--- config.mk ---
export PLATFORM = sky130hd
export DESIGN_NAME = rs_top
export DESIGN_NICKNAME = d
export VERILOG_FILES = /design/src/design/rs_pkg.sv /design/src/design/rs_ifc.sv /design/src/design/dispatch_router.sv /design/src/design/issue_stage.sv /design/src/design/rs_bank.sv /design/src/design/rs_top.sv
export VERILOG_INCLUDE_DIRS = /design/src /design/src/include
export SDC_FILE = /design/constraint.sdc
export NUM_CORES = 2
export LEC_CHECK = 0
export BUFFER_PORTS_ARGS = -buffer_cell sky130_fd_sc_hd__buf_2
export CORE_ASPECT_RATIO = 1.1
export CORE_UTILIZATION = 35
export CTS_CLUSTER_SIZE = 8
export DETAILED_ROUTE_END_ITERATION = 10
export PLACE_DENSITY = 0.49
export SETUP_SLACK_MARGIN = 0.1
export SLEW_MARGIN = 20
export SYNTH_ARGS = -nofsm -noshare
export SYNTH_HDL_FRONTEND = slang
export SYNTH_HIERARCHICAL = 1
export SYNTH_SLANG_ARGS = --single-unit
--- constraint.sdc ---
create_clock -name clk -period 4.15 [get_ports clk]
set_input_delay 0.2075 -clock clk [delete_from_list [all_inputs] [get_ports clk]]
set_output_delay 0.2075 -clock clk [all_outputs]
set_load 0.01 [all_outputs]
--- src/include/rs_defs.svh ---
`ifndef RS_DEFS_SVH
`define RS_DEFS_SVH

// station organization
`define RS_CLASSES 5   // add, mul, div, branch, mem
`define RS_DEPTH   4   // entries per bank

// field widths
`define PTAG_W 6
`define AREG_W 5
`define ROB_W  6
`define UOP_W  16

// result broadcast buses
`define CDB_PORTS 5

`endif

--- src/design/rs_pkg.sv ---
`default_nettype none

`include "rs_defs.svh"

package rs_pkg;

    typedef logic [`PTAG_W-1:0] ptag_t;     // physical register tag
    typedef logic [`AREG_W-1:0] areg_t;     // architectural dest
    typedef logic [`ROB_W-1:0]  rob_idx_t;
    typedef logic [`UOP_W-1:0]  uop_info_t; // decode info, not interpreted here

    // 0 add, 1 mul, 2 div, 3 branch, 4 mem
    typedef logic [2:0] rs_sel_t;

endpackage

`default_nettype wire

--- src/design/rs_ifc.sv ---
`default_nettype none

// one renamed micro-op headed for a single bank, valid for one cycle
interface rs_dispatch_if
    import rs_pkg::*;
();
    logic      valid;
    ptag_t     ps1;
    ptag_t     ps2;
    logic      ps1_rdy;   // already includes the same-cycle bypass
    logic      ps2_rdy;
    ptag_t     pd;
    areg_t     rd;
    rob_idx_t  rob;
    uop_info_t uop;

    modport src (output valid, ps1, ps2, ps1_rdy, ps2_rdy, pd, rd, rob, uop);
    modport dst (input  valid, ps1, ps2, ps1_rdy, ps2_rdy, pd, rd, rob, uop);
endinterface

// bank pick toward the issue register
interface rs_issue_if
    import rs_pkg::*;
();
    logic      valid;   // bank has a ready entry
    logic      take;    // issue register accepts this cycle
    ptag_t     ps1;
    ptag_t     ps2;
    ptag_t     pd;
    areg_t     rd;
    rob_idx_t  rob;
    uop_info_t uop;

    modport bank
    (
        output valid, ps1, ps2, pd, rd, rob, uop,
        input  take
    );
    modport stage
    (
        input  valid, ps1, ps2, pd, rd, rob, uop,
        output take
    );
endinterface

`default_nettype wire

--- src/design/dispatch_router.sv ---
`default_nettype none

`include "rs_defs.svh"

module dispatch_router
    import rs_pkg::*;
(
    input  logic                  clk,
    input  logic                  rst,
    input  logic                  dispatch_valid,
    input  rs_sel_t               dispatch_class,
    input  ptag_t                 ps1,
    input  ptag_t                 ps2,
    input  logic                  ps1_ready,
    input  logic                  ps2_ready,
    input  ptag_t                 pd,
    input  areg_t                 rd,
    input  rob_idx_t              rob,
    input  uop_info_t             uop,
    input  logic [`CDB_PORTS-1:0] cdb_valid,
    input  ptag_t                 cdb_tag [`CDB_PORTS],
    rs_dispatch_if.src            disp [`RS_CLASSES]
);

    logic ps1_hit;
    logic ps2_hit;

    // bypass, a result broadcast this cycle counts as ready at dispatch
    always_comb
    begin
        ps1_hit = 1'b0;
        ps2_hit = 1'b0;
        for (int p = 0; p < `CDB_PORTS; p++)
        begin
            if (cdb_valid[p] && cdb_tag[p] == ps1)
                ps1_hit = 1'b1;
            if (cdb_valid[p] && cdb_tag[p] == ps2)
                ps2_hit = 1'b1;
        end
    end

    for (genvar c = 0; c < `RS_CLASSES; c++)
    begin : g_class
        // one-hot, classes past the last bank select nothing
        assign disp[c].valid   = dispatch_valid && (dispatch_class == rs_sel_t'(c));
        assign disp[c].ps1     = ps1;
        assign disp[c].ps2     = ps2;
        assign disp[c].ps1_rdy = ps1_ready | ps1_hit;
        assign disp[c].ps2_rdy = ps2_ready | ps2_hit;
        assign disp[c].pd      = pd;
        assign disp[c].rd      = rd;
        assign disp[c].rob     = rob;
        assign disp[c].uop     = uop;
    end

    // a bad class would silently lose the micro-op
    a_class_range : assert property (
        @(posedge clk) disable iff (rst)
        dispatch_valid |-> dispatch_class < rs_sel_t'(`RS_CLASSES)
    );

endmodule

`default_nettype wire

--- src/design/issue_stage.sv ---
`default_nettype none

`include "rs_defs.svh"

module issue_stage
    import rs_pkg::*;
(
    input  logic                   clk,
    input  logic                   rst,
    rs_issue_if.stage              iss [`RS_CLASSES],
    input  logic [`RS_CLASSES-1:0] fu_busy,
    output logic [`RS_CLASSES-1:0] issue_valid,
    output ptag_t                  issue_ps1 [`RS_CLASSES],
    output ptag_t                  issue_ps2 [`RS_CLASSES],
    output ptag_t                  issue_pd  [`RS_CLASSES],
    output areg_t                  issue_rd  [`RS_CLASSES],
    output rob_idx_t               issue_rob [`RS_CLASSES],
    output uop_info_t              issue_uop [`RS_CLASSES]
);

    logic [`RS_CLASSES-1:0] take;
    logic [`RS_CLASSES-1:0] pick_valid;

    // register can move when empty or when its unit is accepting
    assign take = ~issue_valid | ~fu_busy;

    always_ff @(posedge clk)
    begin
        if (rst)
            issue_valid <= '0;
        else
            issue_valid <= (take & pick_valid) | (~take & issue_valid);
    end

    for (genvar c = 0; c < `RS_CLASSES; c++)
    begin : g_class
        assign iss[c].take   = take[c];
        assign pick_valid[c] = iss[c].valid;

        always_ff @(posedge clk)
        begin
            if (take[c] && iss[c].valid)
            begin
                issue_ps1[c] <= iss[c].ps1;
                issue_ps2[c] <= iss[c].ps2;
                issue_pd[c]  <= iss[c].pd;
                issue_rd[c]  <= iss[c].rd;
                issue_rob[c] <= iss[c].rob;
                issue_uop[c] <= iss[c].uop;
            end
        end

        // unit stalled, so the held micro-op must not change under it
        a_hold_stable : assert property (
            @(posedge clk) disable iff (rst)
            (issue_valid[c] && fu_busy[c]) |=>
                issue_valid[c] && $stable(issue_ps1[c]) && $stable(issue_ps2[c])
                && $stable(issue_pd[c]) && $stable(issue_rd[c])
                && $stable(issue_rob[c]) && $stable(issue_uop[c])
        );
    end

endmodule

`default_nettype wire

--- src/design/rs_bank.sv ---
`default_nettype none

`include "rs_defs.svh"

module rs_bank
    import rs_pkg::*;
(
    input  logic                  clk,
    input  logic                  rst,
    rs_dispatch_if.dst            disp,
    input  logic [`CDB_PORTS-1:0] cdb_valid,
    input  ptag_t                 cdb_tag [`CDB_PORTS],
    rs_issue_if.bank              iss,
    output logic                  full
);

    localparam int IDX_W = $clog2(`RS_DEPTH);

    // entry control
    logic [`RS_DEPTH-1:0] busy;
    logic [`RS_DEPTH-1:0] rdy1;
    logic [`RS_DEPTH-1:0] rdy2;

    // entry payload
    ptag_t     ps1_q [`RS_DEPTH];
    ptag_t     ps2_q [`RS_DEPTH];
    ptag_t     pd_q  [`RS_DEPTH];
    areg_t     rd_q  [`RS_DEPTH];
    rob_idx_t  rob_q [`RS_DEPTH];
    uop_info_t uop_q [`RS_DEPTH];

    logic [`RS_DEPTH-1:0] wake1;
    logic [`RS_DEPTH-1:0] wake2;
    logic [`RS_DEPTH-1:0] ready_vec;
    logic [IDX_W-1:0]     free_idx;
    logic [IDX_W-1:0]     pick_idx;
    logic                 wr_en;
    logic                 free_en;

    assign full      = &busy;
    assign wr_en     = disp.valid && !full;   // dropped when full
    assign ready_vec = busy & rdy1 & rdy2;
    assign free_en   = iss.valid && iss.take;

    // lowest free slot and lowest ready entry, scanning down so index 0 wins
    always_comb
    begin
        free_idx = '0;
        pick_idx = '0;
        for (int i = `RS_DEPTH - 1; i >= 0; i--)
        begin
            if (!busy[i])
                free_idx = IDX_W'(i);
            if (ready_vec[i])
                pick_idx = IDX_W'(i);
        end
    end

    // tag match against every broadcast bus
    always_comb
    begin
        wake1 = '0;
        wake2 = '0;
        for (int i = 0; i < `RS_DEPTH; i++)
        begin
            for (int p = 0; p < `CDB_PORTS; p++)
            begin
                if (cdb_valid[p] && cdb_tag[p] == ps1_q[i])
                    wake1[i] = 1'b1;
                if (cdb_valid[p] && cdb_tag[p] == ps2_q[i])
                    wake2[i] = 1'b1;
            end
        end
    end

    always_ff @(posedge clk)
    begin
        if (rst)
        begin
            busy <= '0;
            rdy1 <= '0;
            rdy2 <= '0;
        end
        else
        begin
            rdy1 <= rdy1 | (wake1 & busy);
            rdy2 <= rdy2 | (wake2 & busy);
            if (free_en)
                busy[pick_idx] <= 1'b0;
            if (wr_en)
            begin
                busy[free_idx] <= 1'b1;
                rdy1[free_idx] <= disp.ps1_rdy;   // bypass already folded in
                rdy2[free_idx] <= disp.ps2_rdy;
            end
        end
    end

    always_ff @(posedge clk)
    begin
        if (wr_en)
        begin
            ps1_q[free_idx] <= disp.ps1;
            ps2_q[free_idx] <= disp.ps2;
            pd_q[free_idx]  <= disp.pd;
            rd_q[free_idx]  <= disp.rd;
            rob_q[free_idx] <= disp.rob;
            uop_q[free_idx] <= disp.uop;
        end
    end

    assign iss.valid = |ready_vec;
    assign iss.ps1   = ps1_q[pick_idx];
    assign iss.ps2   = ps2_q[pick_idx];
    assign iss.pd    = pd_q[pick_idx];
    assign iss.rd    = rd_q[pick_idx];
    assign iss.rob   = rob_q[pick_idx];
    assign iss.uop   = uop_q[pick_idx];

    a_write_free_slot : assert property (
        @(posedge clk) disable iff (rst)
        wr_en |-> !busy[free_idx]
    );

    // the issue side must never free the slot dispatch is filling
    a_no_write_and_free : assert property (
        @(posedge clk) disable iff (rst)
        (wr_en && free_en) |-> free_idx != pick_idx
    );

endmodule

`default_nettype wire

--- src/design/rs_top.sv ---
`default_nettype none

`include "rs_defs.svh"

module rs_top
    import rs_pkg::*;
(
    input  logic                   clk,
    input  logic                   rst,

    // dispatch
    input  logic                   dispatch_valid,
    input  rs_sel_t                dispatch_class,
    input  ptag_t                  ps1,
    input  ptag_t                  ps2,
    input  logic                   ps1_ready,
    input  logic                   ps2_ready,
    input  ptag_t                  pd,
    input  areg_t                  rd,
    input  rob_idx_t               rob,
    input  uop_info_t              uop,

    // result broadcast
    input  logic [`CDB_PORTS-1:0]  cdb_valid,
    input  ptag_t                  cdb_tag [`CDB_PORTS],

    // functional units
    input  logic [`RS_CLASSES-1:0] fu_busy,
    output logic [`RS_CLASSES-1:0] issue_valid,
    output ptag_t                  issue_ps1 [`RS_CLASSES],
    output ptag_t                  issue_ps2 [`RS_CLASSES],
    output ptag_t                  issue_pd  [`RS_CLASSES],
    output areg_t                  issue_rd  [`RS_CLASSES],
    output rob_idx_t               issue_rob [`RS_CLASSES],
    output uop_info_t              issue_uop [`RS_CLASSES],

    output logic [`RS_CLASSES-1:0] rs_full
);

    rs_dispatch_if disp_if [`RS_CLASSES] ();
    rs_issue_if    iss_if  [`RS_CLASSES] ();

    dispatch_router u_router
    (
        .clk            (clk),
        .rst            (rst),
        .dispatch_valid (dispatch_valid),
        .dispatch_class (dispatch_class),
        .ps1            (ps1),
        .ps2            (ps2),
        .ps1_ready      (ps1_ready),
        .ps2_ready      (ps2_ready),
        .pd             (pd),
        .rd             (rd),
        .rob            (rob),
        .uop            (uop),
        .cdb_valid      (cdb_valid),
        .cdb_tag        (cdb_tag),
        .disp           (disp_if)
    );

    // one bank per class, add mul div branch mem
    for (genvar c = 0; c < `RS_CLASSES; c++)
    begin : g_bank
        rs_bank u_bank
        (
            .clk       (clk),
            .rst       (rst),
            .disp      (disp_if[c]),
            .cdb_valid (cdb_valid),
            .cdb_tag   (cdb_tag),
            .iss       (iss_if[c]),
            .full      (rs_full[c])
        );
    end

    issue_stage u_issue
    (
        .clk         (clk),
        .rst         (rst),
        .iss         (iss_if),
        .fu_busy     (fu_busy),
        .issue_valid (issue_valid),
        .issue_ps1   (issue_ps1),
        .issue_ps2   (issue_ps2),
        .issue_pd    (issue_pd),
        .issue_rd    (issue_rd),
        .issue_rob   (issue_rob),
        .issue_uop   (issue_uop)
    );

endmodule

`default_nettype wire

==> results.ini <==
[yosys]
yosysUniqueCellTypes=51
postSynth.asyncResetShare_pct=0
yosys_warnings=6
ys_ff_latch=1190
synth-main-ff-cell=edfxtp_1
syn-cell-area_mm2=0.0611
syn-num-nets=4991
synth-edff-count=1125
synth_area_per_cell_um2=12.5
seq_area_frac_synth_pct=57.4
netlist_instances=4898

[timing]
fmax_mhz=360
worstMarginPinSlew_ns=1.10
fin_skew_ns=0.0398
fin_crit_ns=2.78
tns_ns=0
setup_violations=0
hold_violations=0
timing.final.max_slew_violations=0
finalCritPeriodShare_pct=67.0
slew_headroom_pct=26.5
rsz0062_at_grt=no

[clock_tree]
cts.sinks=1190
cts_max_level=4
ctsRootBufferMaster=clkbuf_16
post-cts-setup-buffers=0
cts_made_buffers=168
clockBufferDepth=3
insertion_delay_ns=0.81
tritoncts=yes
cts.clk_slew.worst_paths_ns=0.05
ctsResizeCount=0
postCtsHoldBufs=23

[floorplan]
start_util_pct=35.3
die_h_um=440
io_pins=328
core_area_mm2=0.173
die_w_um=400
placement_rows=160
dieArea_mm2=0.176

[critical_path]
cp-start-kind=flop
max_stage_delay_ns=0.83
rrSetupSlack_ns=1.37
arrival_ns=3.28
worstSetupPathType=flop to flop
cp_max_fo=36
critPathBufInv=1
worstPathRequired_ns=4.66
critPathTopFamily=simple AND/OR/NAND/NOR gates
path_cells=and3_2, nor2_1, nand3_1, and2_2, buf_4
crit_path_top_delay_cell=and2_2
end_kind=flop

[layout]
fin_nets=4852
nFillCells=16400
synthToLayoutAreaGrowth_pct=10.1
final_cell_mix=edfxtp_1, xnor2_1, xor2_1, buf_2, nor4_1
drive_above_1_share_pct=15.8
utilization_pct=38.8
layout_commonest_cell=edfxtp_1

[power_and_ir_drop]
internal_power_w=0.0213
p_sw_w=0.00653
sw_frac_of_total_pct=23.5
seqPwrFrac_pct=47.6
ir_drop_mv=0.385
total_leakage_power_nw=21.8
clock_power_share_pct=45.9
power_density_mw_per_mm2=413
power.share.combinational_pct=6.5

[global_routing]
grt_max_degree=53
grt-ovfl-total=0
grt_pass1_wl_mm=311
grt_antenna_before_repair=19
track_usage_pct=24.8
grt_pass1_vias=39200

[hold_path]
hp-class=input pin to flop

[drt]
detail_route.wirelength_mm=224
first_pass_iters=8
wire_per_inst_um=31.5
via_per_inst=5.66
detailedRoute.firstIterationViolations=4449
drc=0
detail-route-antenna-nets=0
num_vias=40300

[placed_design]
portBuffers=327
finalWeightedCongestion=0.878
dp_hpwl_mm=139

[job]
cap_violations=0

[outcome]
status=finished, final reports clean

-- cells by family after synthesis --
group | after synthesis | share of synthesized area (%)
simple gates | 872 | 8.02
compound gates | 764 | 8.48
buf+inv | 812 | 8.00
xor+xnor | 1260 | 18.1
flops | 1190 | 57.4
-- per-stage QoR --
step           std cells  total power [W]  setup WS [ns]  hold WS [ns]  area [µm²]
3_5_place_dp        6834           0.0152           1.29         0.473       62200
3_3_place_gp        6834           0.0152           1.36         0.460       62200
2_1_floorplan       4898           0.0146          0.363         0.280       61100
4_1_cts             7124           0.0281           1.27      0.000524       67300
5_1_grt             7124           0.0286           1.22        0.0128       67300
6_report            7126           0.0278           1.37        0.0272       67300
-- layer usage --
metal / wire length (µm) / share of wire, % / vias to the layer above / global-route usage (%)
li1: - / - / 17300 / -
met1: 97100 / 43 / 20800 / 34.4
met2: 102000 / 45 / 1917 / 38.9
met3: 18000 / 8.0 / 359 / 4.58
met4: 7170 / 3.2 / 0 / 8.62
met5: 0 / 0 / - / 0
-- worst reg2reg max path: stages (launching register included) --
cell     delay [ns]
dfxtp_1        0.41
and3_2         0.60
nor2_1         0.16
nand3_1        0.13
and2_2         0.83
buf_4          0.36
-- cells in the mapped netlist (43+ instances only) --
cell type	number	share of area [%]
a211oi_1	51	0.63
a21oi_1	53	0.43
a221oi_1	135	1.9
a22oi_1	116	1.4
buf_2	359	2.9
buf_4	285	3.5
clkbuf_1	87	0.53
dfxtp_1	65	2.1
edfxtp_1	1125	55
nand2_1	170	1.0
nand4_1	218	2.2
nor2_1	94	0.58
nor3_1	43	0.35
nor4_1	244	2.5
o21ai_0	158	1.3
o21ai_1	190	1.6
xnor2_1	638	9.1
xor2_1	622	8.9
-- power groups by stage --
stage	registers, W	logic (W)	clock network [W]
final	0.0132	0.00180	0.0128
after global routing	0.0132	0.00186	0.0135
after CTS	0.0132	0.00177	0.0131
after detailed placement	0.0135	0.00175	0
after global placement	0.0135	0.00173	0
after floorplan	0.0134	0.00117	0
-- worst paths after layout --
| path | start | end | cells past startpoint |
|---|---|---|---|
| setup / recovery | g_bank[2].u_bank/busy[2] | u_issue/issue_ps1[12] | 5 |
| hold / removal | rob[4] | g_bank[1].u_bank/rob_q[2][4] | 1 |
| setup reg to reg | g_bank[2].u_bank/busy[2] | u_issue/issue_ps1[12] | 5 |
| hold reg to reg | g_bank[3].u_bank/uop_q[0][15] | u_issue/issue_uop[31] | 2 |
-- state kept, by name, indices dropped and copies added, names as in the netlist, 25 cells and up, named ones only --
signal and count:
u_issue/issue_rob 30, g_bank.u_bank/pd_q 120, u_issue/issue_pd 30, g_bank.u_bank/rd_q 100, g_bank.u_bank/uop_q 320, u_issue/issue_uop 80, u_issue/issue_ps1 30, u_issue/issue_rd 25
g_bank.u_bank/rob_q 120, u_issue/issue_ps2 30, g_bank.u_bank/ps2_q 120, g_bank.u_bank/ps1_q 120
-- layout make-up --
cell class / count / area (µm²) / share of cell area, %
clock inverter: 13 / 221 / 0.329
multi-input combinational: 2896 / 21300 / 31.6
inverter: 3 / 11.3 / 0.0167
timing repair buffer: 500 / 3260 / 4.84
antenna: 2 / 5.00 / 0.00744
tap: 2268 / 2840 / 4.22
clock buffer: 254 / 4600 / 6.84
sequential: 1190 / 35100 / 52.2
(Power assumes the default switching activity.)
